**src/verilog/apu_pkg.sv**
```systemverilog
package apu_pkg;

	typedef logic [15:0] addr_t;
	typedef logic [7:0]  data_t;
	typedef logic [4:0]  reg_idx_t;  // low byte minus 0x10.
	typedef logic [3:0]  wave_idx_t;
	typedef logic [3:0]  ch_mask_t;

	typedef enum logic {
		PWR_OFF = 1'b0,
		PWR_ON  = 1'b1
	} power_state_t;

	// ff10 up to ff25.
	localparam int REG_COUNT = 22;

	localparam reg_idx_t NR30_IDX = 5'd10;

	// bits set here always read back as one.
	localparam data_t reg_read_mask [0:REG_COUNT-1] = '{
		8'h80, 8'h3F, 8'h00, 8'hFF, 8'hBF,  // nr10 to nr14.
		8'hFF,                              // ff15 unused.
		8'h3F, 8'h00, 8'hFF, 8'hBF,         // nr21 to nr24.
		8'h7F, 8'hFF, 8'h9F, 8'hFF, 8'hBF,  // nr30 to nr34.
		8'hFF,                              // ff1f unused.
		8'hFF, 8'h00, 8'h00, 8'hBF,         // nr41 to nr44.
		8'h00, 8'h00                        // nr50, nr51.
	};

	localparam data_t nr52_read_mask = 8'h70;

endpackage

```
**src/verilog/apu_decode.sv**
```systemverilog
`timescale 1ns/10ps

module apu_decode import apu_pkg::*; (
	input  addr_t     a,
	input  logic      cpu_wr,
	input  logic      cpu_rd,
	input  logic      nr30_dac,
	input  logic      nch1_amp_en,
	input  logic      nch2_amp_en,
	input  logic      nch4_amp_en,
	output logic      ff00wr,
	output logic      ff00rd,
	output logic      reg_sel,
	output reg_idx_t  reg_idx,
	output logic      ff26_sel,
	output logic      wave_sel,
	output wave_idx_t wave_idx,
	output logic      namp_en
);

	logic ffxx;
	logic ff00;
	logic ff1x, ff2x, ff3x;
	logic [15:0] nib;
	logic [REG_COUNT-1:0] sel;

	assign ffxx = &a[15:8];  // ff page.

	// joypad strobes.
	assign ff00   = ffxx && (a[7:0] == 8'h00);
	assign ff00wr = !(ff00 && cpu_wr);
	assign ff00rd = ff00 && cpu_rd;

	// sub-pages.
	assign ff1x = ffxx && !a[7] && !a[6] && !a[5] && a[4];
	assign ff2x = ffxx && !a[7] && !a[6] && a[5] && !a[4];
	assign ff3x = ffxx && !a[7] && !a[6] && a[5] && a[4];

	// one four-input term per low nibble value.
	for (genvar i = 0; i < 16; i++) begin : g_nib
		assign nib[i] = (a[3:0] == 4'(i));
	end

	assign sel[0]  = ff1x && nib[0];   // nr10.
	assign sel[1]  = ff1x && nib[1];
	assign sel[2]  = ff1x && nib[2];
	assign sel[3]  = ff1x && nib[3];
	assign sel[4]  = ff1x && nib[4];
	assign sel[5]  = 1'b0;             // ff15 has no register.
	assign sel[6]  = ff1x && nib[6];   // nr21.
	assign sel[7]  = ff1x && nib[7];
	assign sel[8]  = ff1x && nib[8];
	assign sel[9]  = ff1x && nib[9];
	assign sel[10] = ff1x && nib[10];  // nr30.
	assign sel[11] = ff1x && nib[11];
	assign sel[12] = ff1x && nib[12];
	assign sel[13] = ff1x && nib[13];
	assign sel[14] = ff1x && nib[14];
	assign sel[15] = 1'b0;             // ff1f has no register.
	assign sel[16] = ff2x && nib[0];   // nr41.
	assign sel[17] = ff2x && nib[1];
	assign sel[18] = ff2x && nib[2];
	assign sel[19] = ff2x && nib[3];
	assign sel[20] = ff2x && nib[4];   // nr50.
	assign sel[21] = ff2x && nib[5];   // nr51.

	assign ff26_sel = ff2x && nib[6];

	assign wave_sel = ff3x;
	assign wave_idx = a[3:0];

	assign reg_sel = |sel;

	// selects are one-hot, so a plain scan encodes them.
	always_comb begin
		reg_idx = '0;
		for (int i = 0; i < REG_COUNT; i++) begin
			if (sel[i])
				reg_idx = reg_idx_t'(i);
		end
	end

	// amplifiers off only with the wave dac off and all enables inactive.
	assign namp_en = !nr30_dac && nch1_amp_en && nch2_amp_en && nch4_amp_en;

	// register, nr52 and wave ram pages never overlap.
	always_comb begin
		assert ($onehot0({reg_sel, ff26_sel, wave_sel}))
			else $error("apu_decode: more than one register block selected");
	end

endmodule

```
**src/verilog/apu_power.sv**
```systemverilog
`timescale 1ns/10ps

module apu_power import apu_pkg::*; (
	input  logic     clk,
	input  logic     rst_n,
	input  logic     cpu_wr,
	input  logic     ff26_sel,
	input  data_t    wdata,
	input  ch_mask_t ch_on,
	output logic     regs_clear,
	output data_t    nr52_rdata
);

	power_state_t state;
	power_state_t state_nxt;
	logic         pwr_on;
	ch_mask_t     ch_status;

	// only bit 7 of nr52 is writable.
	always_comb begin
		state_nxt = state;
		if (cpu_wr && ff26_sel) begin
			case (state)
				PWR_OFF: if (wdata[7])  state_nxt = PWR_ON;
				PWR_ON:  if (!wdata[7]) state_nxt = PWR_OFF;
				default: state_nxt = PWR_OFF;
			endcase
		end
	end

	always_ff @(posedge clk or negedge rst_n) begin
		if (!rst_n)
			state <= PWR_OFF;
		else
			state <= state_nxt;
	end

	assign pwr_on     = (state == PWR_ON);
	assign regs_clear = !pwr_on;

	// channel flags read zero while off.
	assign ch_status = ch_on & {4{pwr_on}};

	assign nr52_rdata = {pwr_on, 7'b0} | nr52_read_mask | {4'b0, ch_status};

endmodule

```
**src/verilog/apu_read_mux.sv**
```systemverilog
`timescale 1ns/10ps

module apu_read_mux import apu_pkg::*; (
	input  logic  cpu_rd,
	input  logic  reg_sel,
	input  logic  ff26_sel,
	input  logic  wave_sel,
	input  data_t reg_rdata,
	input  data_t nr52_rdata,
	input  data_t wave_rdata,
	output data_t rdata
);

	always_comb begin
		rdata = 8'hFF;  // open bus.
		if (cpu_rd) begin
			if (reg_sel)
				rdata = reg_rdata;
			else if (ff26_sel)
				rdata = nr52_rdata;
			else if (wave_sel)
				rdata = wave_rdata;
		end
	end

	// a selected source must be fully initialised by reset.
	always_comb begin
		if (cpu_rd)
			assert (!$isunknown(rdata))
				else $error("apu_read_mux: unknown read data");
	end

endmodule

```
**src/verilog/apu_regfile.sv**
```systemverilog
`timescale 1ns/10ps

module apu_regfile import apu_pkg::*; (
	input  logic     clk,
	input  logic     rst_n,
	input  logic     cpu_wr,
	input  logic     reg_sel,
	input  reg_idx_t reg_idx,
	input  data_t    wdata,
	input  logic     regs_clear,
	output data_t    reg_rdata,
	output logic     nr30_dac
);

	data_t regs [0:REG_COUNT-1];
	logic  reg_we;
	logic  any_set;

	// sound registers are locked while power is off.
	assign reg_we = cpu_wr && reg_sel && !regs_clear;

	always_ff @(posedge clk or negedge rst_n) begin
		if (!rst_n) begin
			for (int i = 0; i < REG_COUNT; i++)
				regs[i] <= '0;
		end else if (regs_clear) begin
			for (int i = 0; i < REG_COUNT; i++)
				regs[i] <= '0;
		end else if (reg_we) begin
			regs[reg_idx] <= wdata;
		end
	end

	// masked readback.
	always_comb begin
		if (reg_idx < reg_idx_t'(REG_COUNT))
			reg_rdata = regs[reg_idx] | reg_read_mask[reg_idx];
		else
			reg_rdata = 8'hFF;  // past ff25.
	end

	assign nr30_dac = regs[NR30_IDX][7];

	always_comb begin
		any_set = 1'b0;
		for (int i = 0; i < REG_COUNT; i++)
			any_set = any_set || (regs[i] != '0);
	end

	// one cycle into power-off every register is zero and stays there.
	a_clear_holds: assert property (
		@(posedge clk) disable iff (!rst_n)
		regs_clear |=> !any_set
	) else $error("apu_regfile: register nonzero while power is off");

endmodule

```
**src/verilog/apu_regs_top.sv**
```systemverilog
`timescale 1ns/10ps

module apu_regs_top import apu_pkg::*; (
	input  logic     clk,
	input  logic     rst_n,
	input  addr_t    a,
	input  data_t    wdata,
	input  logic     cpu_wr,
	input  logic     cpu_rd,
	input  ch_mask_t ch_on,
	input  logic     nch1_amp_en,
	input  logic     nch2_amp_en,
	input  logic     nch4_amp_en,
	output data_t    rdata,
	output logic     ff00wr,
	output logic     ff00rd,
	output logic     namp_en
);

	logic      reg_sel;
	reg_idx_t  reg_idx;
	logic      ff26_sel;
	logic      wave_sel;
	wave_idx_t wave_idx;
	logic      regs_clear;
	logic      nr30_dac;
	data_t     reg_rdata;
	data_t     nr52_rdata;
	data_t     wave_rdata;

	apu_decode u_decode (
		.a           (a),
		.cpu_wr      (cpu_wr),
		.cpu_rd      (cpu_rd),
		.nr30_dac    (nr30_dac),
		.nch1_amp_en (nch1_amp_en),
		.nch2_amp_en (nch2_amp_en),
		.nch4_amp_en (nch4_amp_en),
		.ff00wr      (ff00wr),
		.ff00rd      (ff00rd),
		.reg_sel     (reg_sel),
		.reg_idx     (reg_idx),
		.ff26_sel    (ff26_sel),
		.wave_sel    (wave_sel),
		.wave_idx    (wave_idx),
		.namp_en     (namp_en)
	);

	apu_regfile u_regfile (
		.clk        (clk),
		.rst_n      (rst_n),
		.cpu_wr     (cpu_wr),
		.reg_sel    (reg_sel),
		.reg_idx    (reg_idx),
		.wdata      (wdata),
		.regs_clear (regs_clear),
		.reg_rdata  (reg_rdata),
		.nr30_dac   (nr30_dac)
	);

	apu_power u_power (
		.clk        (clk),
		.rst_n      (rst_n),
		.cpu_wr     (cpu_wr),
		.ff26_sel   (ff26_sel),
		.wdata      (wdata),
		.ch_on      (ch_on),
		.regs_clear (regs_clear),
		.nr52_rdata (nr52_rdata)
	);

	apu_wave_ram u_wave_ram (
		.clk        (clk),
		.rst_n      (rst_n),
		.cpu_wr     (cpu_wr),
		.wave_sel   (wave_sel),
		.wave_idx   (wave_idx),
		.wdata      (wdata),
		.wave_rdata (wave_rdata)
	);

	apu_read_mux u_read_mux (
		.cpu_rd     (cpu_rd),
		.reg_sel    (reg_sel),
		.ff26_sel   (ff26_sel),
		.wave_sel   (wave_sel),
		.reg_rdata  (reg_rdata),
		.nr52_rdata (nr52_rdata),
		.wave_rdata (wave_rdata),
		.rdata      (rdata)
	);

endmodule

```
**src/verilog/apu_wave_ram.sv**
```systemverilog
`timescale 1ns/10ps

module apu_wave_ram import apu_pkg::*; (
	input  logic      clk,
	input  logic      rst_n,
	input  logic      cpu_wr,
	input  logic      wave_sel,
	input  wave_idx_t wave_idx,
	input  data_t     wdata,
	output data_t     wave_rdata
);

	localparam int WAVE_BYTES = 16;

	data_t mem [0:WAVE_BYTES-1];

	// writable whatever the power state.
	always_ff @(posedge clk or negedge rst_n) begin
		if (!rst_n) begin
			for (int i = 0; i < WAVE_BYTES; i++)
				mem[i] <= '0;
		end else if (cpu_wr && wave_sel) begin
			mem[wave_idx] <= wdata;
		end
	end

	assign wave_rdata = mem[wave_idx];  // async read.

endmodule
```
**config.mk**
```make
export PLATFORM = sky130hd
export DESIGN_NAME = apu_regs_top
export DESIGN_NICKNAME = d
export VERILOG_FILES = /design/src/verilog/apu_pkg.sv /design/src/verilog/apu_decode.sv /design/src/verilog/apu_power.sv /design/src/verilog/apu_read_mux.sv /design/src/verilog/apu_regfile.sv /design/src/verilog/apu_regs_top.sv /design/src/verilog/apu_wave_ram.sv
export SDC_FILE = /design/constraint.sdc
export NUM_CORES = 1
export LEC_CHECK = 0
export BUFFER_PORTS_ARGS = -buffer_cell sky130_fd_sc_hd__buf_2
export CORE_MARGIN = 2
export CORE_UTILIZATION = 50
export CTS_BUF_LIST = sky130_fd_sc_hd__clkbuf_4
export CTS_CLUSTER_DIAMETER = 150
export DETAILED_ROUTE_END_ITERATION = 6
export PLACE_DENSITY = 0.71
export SETUP_SLACK_MARGIN = 0.1
export SYNTH_ARGS = -nofsm -noshare
export SYNTH_HDL_FRONTEND = slang
export SYNTH_HIERARCHICAL = 1
export SYNTH_SLANG_ARGS = --single-unit
```
**constraint.sdc**
```tcl
create_clock -name clk -period 6.97 [get_ports clk]
set_input_delay 0.3485 -clock clk [delete_from_list [all_inputs] [get_ports clk]]
set_output_delay 0.3485 -clock clk [all_outputs]
set_load 0.01 [all_outputs]
```
# Yosys cells after proc, flatten, opt, wreduce, memory -nomap -nowiden

Memories as Yosys holds them, arrays and structs flattened.
Cells that the tools add are included.

Register bits after elaboration: 305
Bits in read-only memories: 256
Input bits: 35
Memories: 1

$lt $le $gt $ge: 5
Equality and inequality tests: 15
Muxes and demuxes: 41
Bitwise operators: 5
Reduce and logical (&&, ||, !) cells: 50

Memory list:

| memory          | depth | bits a word | rd ports | clocked after Yosys merged registers in | wr ports | line              | RTL |
|---|---|---|---|---|---|---|---|
| (no name shown) | 32    | 8           | 1        | 0                                       | 0        | apu_regfile.sv:37 | `reg_rdata = regs[reg_idx] \| reg_read_mask[reg_idx];` |

Operators by type and width:

| operator                                                              | number |
|---|---|
| 176-bit 2-to-1 mux                                                    | 2 |
| 176-bit bitwise mux                                                   | 1 |
| 128-bit bitwise mux                                                   | 1 |
| 8-bit 2-to-1 mux                                                      | 13 |
| 5-bit 2-to-1 mux                                                      | 17 |
| 8-bit binary-select mux with 5-bit select                             | 1 |
| 8-bit demux with 5-bit select                                         | 1 |
| 1-bit logical AND                                                     | 40 |
| 8-bit binary-select mux with 4-bit select                             | 1 |
| 8-bit demux with 4-bit select                                         | 1 |
| 4-bit == test (second input constant)                                 | 7 |
| 20-bit OR reduction                                                   | 1 |
| 4-bit by 3-bit == test with 1-bit output (second input constant)      | 4 |
| 4-bit by 2-bit == test with 1-bit output (second input constant)      | 2 |
| 8-bit logical NOT                                                     | 1 |
| 8-bit by 4-bit OR with 8-bit output                                   | 1 |
| 8-bit OR                                                              | 1 |
| 8-bit AND reduction                                                   | 1 |
| 6-bit greater-or-equal comparator (second input constant)             | 1 |
| 1-bit logical NOT                                                     | 6 |
| 6-bit by 1-bit < comparator with 1-bit output (second input constant) | 1 |
| 5-bit inverter with 6-bit output                                      | 1 |
| 5-bit greater-or-equal comparator (second input constant)             | 1 |
| 5-bit by 1-bit < comparator with 1-bit output (second input constant) | 1 |
| other kinds (8)                                                       | 9 |

# Logic depth before layout (Yosys ltp)

Depth in word-level cells: 33
Gate-level depth with buffers: 16
Depth with buffers taken out: 13

# Cells and area by module

The synthesis kept the hierarchy.

By module, submodules not included:

| module       | instances | cells each | area each (um^2) | seq. area each (um^2) |
|---|---|---|---|---|
| apu_regfile  | 1         | 696        | 7343.3           | 3478.3 |
| apu_wave_ram | 1         | 364        | 5926.9           | 3203.1 |
| apu_decode   | 1         | 49         | 320.3            | 0.0 |
| apu_read_mux | 1         | 34         | 226.5            | 0.0 |
| apu_power    | 1         | 13         | 106.4            | 25.0 |

# Worst setup path after synthesis

Ideal clock, no wire load.

Path kind: input-to-output
From: input a[6]
To: output rdata[2]
Arrival time: 2.700 ns
Data required time: 6.622 ns
Path slack: 3.921 ns
Stages: 12
Path through: nand4bb_4 nor3_4 and3_2 buf_4 buf_6 inv_1 ha_1 mux4_2 and2_1 o2111ai_1 nand2_1 o311ai_1

Longest elaborated chain between the ends: 32
Elaborated cells between the ends (all ways): 62

RTL lines:

| element                                                                                    | line                               | RTL |
|---|---|---|
| start: declaration                                                                         | apu_regs_top.sv:6                  | `input addr_t a,` |
| 1-bit logical NOT *                                                                        | apu_decode.sv:35, apu_decode.sv:36 |  |
| 1-bit logical AND *                                                                        | apu_decode.sv:35, apu_decode.sv:36 |  |
| 1-bit logical AND (2 in series)                                                            | apu_decode.sv:35                   | `assign ff1x = ffxx && !a[7] && !a[6] && !a[5] && a[4];` |
| 1-bit logical AND                                                                          | apu_decode.sv:45                   | `assign sel[1] = ff1x && nib[1];` |
| 1-bit 2-to-1 mux                                                                           | apu_decode.sv:78                   | `if (sel[i])` |
| 2-bit 2-to-1 mux                                                                           | apu_decode.sv:78                   |  |
| 5-bit 2-to-1 mux (16 in series)                                                            | apu_decode.sv:78                   |  |
| 5-bit 2-to-1 mux *                                                                         | apu_decode.sv:78                   |  |
| named net reg_idx[0]                                                                       | apu_regs_top.sv:21                 | `reg_idx_t reg_idx;` |
| 5-bit inverter with 6-bit output (implied by the code)                                     | apu_regfile.sv:37                  |  |
| memory read 32 x 8 bit / 8-bit binary-select mux with 5-bit select (equally long branches) | --                                 |  |
| 8-bit 2-to-1 mux (implied by the code) (2 in series)                                       | apu_regfile.sv:37                  |  |
| 8-bit OR                                                                                   | apu_regfile.sv:37                  |  |
| 8-bit 2-to-1 mux *                                                                         | apu_regfile.sv:36                  | `if (reg_idx < reg_idx_t'(REG_COUNT))` |
| named net reg_rdata[2]                                                                     | apu_regs_top.sv:27                 | `data_t reg_rdata;` |
| 8-bit 2-to-1 mux *                                                                         | apu_read_mux.sv:17                 | `if (reg_sel)` |
| 8-bit 2-to-1 mux *                                                                         | apu_read_mux.sv:16                 | `if (cpu_rd) begin` |
| end: declaration                                                                           | apu_regs_top.sv:14                 | `output data_t rdata,` |

Mark *: on every way through the listed nets, which the timed path passes. The rest lies on a longest branch. The select of a mux whose other input is x is not followed.

# Worst setup path after layout

From: input a[0]
To: output rdata[1]

Longest elaborated chain between the ends: 29
Elaborated cells between the ends (all ways): 74

RTL lines:

| element                                                                                    | line               | RTL |
|---|---|---|
| 4-bit by 1-bit == test with 1-bit output                                                   | apu_decode.sv:41   | `assign nib[i] = (a[3:0] == 4'(i));` |
| 1-bit logical AND                                                                          | apu_decode.sv:45   |  |
| 1-bit 2-to-1 mux                                                                           | apu_decode.sv:78   |  |
| 2-bit 2-to-1 mux                                                                           | apu_decode.sv:78   |  |
| 5-bit 2-to-1 mux (16 in series)                                                            | apu_decode.sv:78   |  |
| 5-bit 2-to-1 mux *                                                                         | apu_decode.sv:78   |  |
| named net reg_idx[0]                                                                       | apu_regs_top.sv:21 |  |
| 5-bit inverter with 6-bit output (implied by the code)                                     | apu_regfile.sv:37  |  |
| memory read 32 x 8 bit / 8-bit binary-select mux with 5-bit select (equally long branches) | --                 |  |
| 8-bit 2-to-1 mux (implied by the code) (2 in series)                                       | apu_regfile.sv:37  |  |
| 8-bit OR                                                                                   | apu_regfile.sv:37  |  |
| 8-bit 2-to-1 mux *                                                                         | apu_regfile.sv:36  |  |
| named net reg_rdata[1]                                                                     | apu_regs_top.sv:27 |  |
| 8-bit 2-to-1 mux *                                                                         | apu_read_mux.sv:17 |  |
| 8-bit 2-to-1 mux *                                                                         | apu_read_mux.sv:16 |  |

Marked as above.

==> impl_metrics.json <==
{
  "design.core.area_um2": 27600,
  "grt_pass1_wl_mm": 54.3,
  "synthArstFlopShare": 1.00,
  "synth_cell_types": 71,
  "syn-mean-instance-area_um2": 12.0,
  "initialDrtViolationCount": 846,
  "drc": 0,
  "totalWireLength_mm": 34.0,
  "synth_top_flop_cell": "sky130_fd_sc_hd__dfrtp_1",
  "layout_worst_path_cycle_share": 0.608,
  "status": "finished clean",
  "number_of_hold_violations_in_the_final_report": 0,
  "hpwl_mm": 20.8,
  "post_synth_and_or_nand_nor_area_fraction": 0.119,
  "cellPowerDensity_nw_per_um2": 204,
  "layout-drive-gt1-share": 0.335,
  "clkTransAtPathRegs_ns": 0.06,
  "cts.repair.resized": 0,
  "tritoncts": "built",
  "worstSetupEndpointType": "primary output",
  "post_synth_fa_ha_maj_area_fraction": 0.00539,
  "syn_to_final_growth_pct": 9.09,
  "place.port_buffers": 45,
  "ant_nets": 0,
  "relSlewSlack": 0.236,
  "detailroute.wirelength.met2_mm": 15.9,
  "grt_overflow_total": 0,
  "detail_route.wl_per_cell_um": 21.0,
  "route.layer.met1.wl_mm": 15.5,
  "synth-edff-count": 0,
  "maxUsedRoutingLayer": "met4",
  "site_row_count": 61,
  "synth_compound_area_frac": 0.0771,
  "synth_sequential_area_ratio": 0.482,
  "nNetsFinal": 1230,
  "ioPinCount": 46,
  "final_core_util": 0.550,
  "gpl_wtd_cong": 0.810,
  "cts.hold.buffers_added": 1,
  "ctsRootBufferMaster": "sky130_fd_sc_hd__clkbuf_4",
  "cts_inserted_buffers": 74,
  "groute.usage.overall": 0.240,
  "synthesis.area_um2": 13900,
  "grt_setup_unrepaired": "no",
  "cts_post_setup_buffers_inserted": 0,
  "max_cap_viol_count": 0,
  "netlist_top_cells_area": "sky130_fd_sc_hd__dfrtp_1, sky130_fd_sc_hd__mux4_2, sky130_fd_sc_hd__mux2_2, sky130_fd_sc_hd__mux2i_1, sky130_fd_sc_hd__nor2_1",
  "crit_arrival_ns": 3.89,
  "fin_skew_ns": 0.0364,
  "synth_xor_xnor_area_share": 0,
  "clock_sink_count": 268,
  "peak_vdd_ir_mv": 0.0821,
  "detail_routed_via_count_per_cell": 5.94,
  "p_leak_nw": 6.62,
  "initial_utilization": 0.504,
  "synth_top_family_by_area": "multiplexers",
  "yosys_top_cell_by_area": "sky130_fd_sc_hd__dfrtp_1",
  "synthMuxAreaShare": 0.278,
  "clockBufferDepth": 3,
  "synth.ff_latch_count": 268,
  "drt_first_pass_iters": 5,
  "netlist_instances": 1156,
  "slew_at_the_pin_closest_to_its_max_slew_limit_ns": 1.15,
  "routed-via-count": 9624,
  "grt_pass1_vias": 9670,
  "die_area_um2": 29200,
  "layout.filler_cells": 2353,
  "initial_antenna_violation_count": 1,
  "setup-violations-final": 0,
  "worstPathRequired_ns": 6.62,
  "worst-path-max-fanout": 48,
  "fin_setup_tns_ns": 0,
  "report.power.total_mw": 3.10,
  "achievable-frequency_mhz": 236,
  "cts-htree-levels": 3,
  "worstSetupStartpointType": "input pin",
  "synth_top_area_share": 0.482,
  "fin_crit_ns": 4.24,
  "clk-insertion-delay-late_ns": 0.68,
  "routed-wl-met3_mm": 2.08,
  "synth_warnings": 6,
  "grt_start_max_net_pins": 116,
  "die_h_um": 171,
  "timing.hold.ws_ns": 0.246,
  "maxSlewViolCount": 0,
  "floorplan.die.width_um": 171,
  "worst_setup_path_category": "input pin to primary output",
  "min-delay-path-class": "input pin to register"
}
==> report_power, final <==
part / switching, mW / internal (mW) / total, mW
Clock: 0.648 / 0.784 / 1.43
Combinational: 0.0921 / 0.0248 / 0.117
Sequential: 0.000136 / 1.56 / 1.56
Total: 0.740 / 2.36 / 3.10
==> cell usage after synthesis (all sizes together) (4+ instances only) <==
master,n
and3,5
buf,52
nor2b,10
mux2i,105
mux4,58
o21ai,62
and2b,4
and2,8
nand3,9
nand2,85
dfrtp,268
clkbuf,49
a21oi,65
nor3,4
a31oi,4
inv,10
ha,6
nor3b,10
nand3b,4
mux2,130
nand2b,6
nor2,136
o311ai,9
a22oi,22
nand4,4
==> cell usage in the layout, fill, tap and decap left out, types with 3 or more instances in the layout <==
master	count
sky130_fd_sc_hd__o21ai_0	62
sky130_fd_sc_hd__nand2b_1	6
sky130_fd_sc_hd__nor3b_1	9
sky130_fd_sc_hd__clkinv_1	5
sky130_fd_sc_hd__mux2_2	113
sky130_fd_sc_hd__nor2_8	4
sky130_fd_sc_hd__nand4_1	4
sky130_fd_sc_hd__o311ai_1	8
sky130_fd_sc_hd__conb_1	3
sky130_fd_sc_hd__mux2i_1	105
sky130_fd_sc_hd__and2_1	7
sky130_fd_sc_hd__nand3_4	4
sky130_fd_sc_hd__nor2b_1	10
sky130_fd_sc_hd__a21oi_1	64
sky130_fd_sc_hd__mux2_4	15
sky130_fd_sc_hd__inv_1	7
sky130_fd_sc_hd__nor2_4	12
sky130_fd_sc_hd__a22oi_1	22
sky130_fd_sc_hd__buf_2	44
sky130_fd_sc_hd__nand3_1	5
sky130_fd_sc_hd__dfrtp_1	268
sky130_fd_sc_hd__nor2_1	110
sky130_fd_sc_hd__and3_2	4
sky130_fd_sc_hd__buf_4	10
sky130_fd_sc_hd__nand3b_1	3
sky130_fd_sc_hd__nor2_2	10
sky130_fd_sc_hd__mux4_2	58
sky130_fd_sc_hd__nand2_1	82
sky130_fd_sc_hd__a31oi_1	4
sky130_fd_sc_hd__inv_2	6
sky130_fd_sc_hd__clkbuf_4	115
sky130_fd_sc_hd__ha_1	6
==> worst max-delay path, stage by stage <==
cell,delay (ns)
sky130_fd_sc_hd__buf_2,0.07
sky130_fd_sc_hd__buf_4,0.61
sky130_fd_sc_hd__and3_2,0.90
sky130_fd_sc_hd__inv_1,0.25
sky130_fd_sc_hd__ha_1,0.40
sky130_fd_sc_hd__mux4_2,0.51
sky130_fd_sc_hd__and2_1,0.22
sky130_fd_sc_hd__nand4_1,0.14
sky130_fd_sc_hd__nand2_1,0.07
sky130_fd_sc_hd__o311ai_1,0.13
sky130_fd_sc_hd__buf_2,0.21
==> final timing paths <==
path | start | endpoint | slack [ns] | cells after the start
max reg2reg | u_power/pwr_on$_DFFE_PN0P_ | u_regfile/regs[54]$_DFFE_PN0P_ | 4.79 | 3
min reg2reg | u_wave_ram/mem[113]$_DFFE_PN0P_ | u_wave_ram/mem[113]$_DFFE_PN0P_ | 0.49 | 1
max | a[0] | rdata[1] | 2.73 | 11
max in group asynchronous | rst_n | u_regfile/regs[97]$_DFFE_PN0P_ | 5.00 | 3
min in group asynchronous | rst_n | u_regfile/regs[43]$_DFFE_PN0P_ | 0.32 | 2
min | wdata[0] | u_regfile/regs[168]$_DFFE_PN0P_ | 0.25 | 3
==> layout make-up <==
type                       count  area, um^2  share of cell area
clock buffer                 115         863              0.0568
multi-input combinational    779        6700               0.441
sequential                   268        6710               0.442
timing repair buffer          56         320              0.0211
inverter                      10        40.0             0.00264
tap                          378         473              0.0311
antenna                        2        5.00            0.000330
clock inverter                13        81.3             0.00535
==> cells by family (layout without fill, tap and decap cells) <==
group                    Yosys count  after routing
other                              1              5
flip-flops                       268            268
buffers and inverters            111            194
AND/OR/NAND/NOR                  295            295
AO/OA/AOI/OAI                    182            182
multiplexers                     293            293
adder cells (fa/ha/maj)            6              6
==> routing by layer <==
metal,up-vias,track usage
met2,336,0.372
li1,4262,-
met5,-,0
met3,47,0.0460
met1,4979,0.352
met4,0,0.0608
==> stage by stage <==
| step | instance area (um^2) | setup WS (ns) | instances |
|---|---|---|---|
| 6_report | 15200 | 2.73 | 1621 |
| 5_1_grt | 15200 | 2.40 | 1620 |
| 4_1_cts | 15200 | 2.65 | 1619 |
| 3_5_place_dp | 14200 | 2.65 | 1490 |
| 3_3_place_gp | 14200 | 2.68 | 1490 |
| 2_1_floorplan | 13900 | 3.92 | 1158 |
==> registers in the layout (all words and copies together) (netlist names) <==
name / flops
u_power/pwr_on: 1
u_wave_ram/mem: 128
u_regfile/nr30_dac: 1
u_regfile/regs: 138
Note: power is estimated with default switching activity, not from simulation.
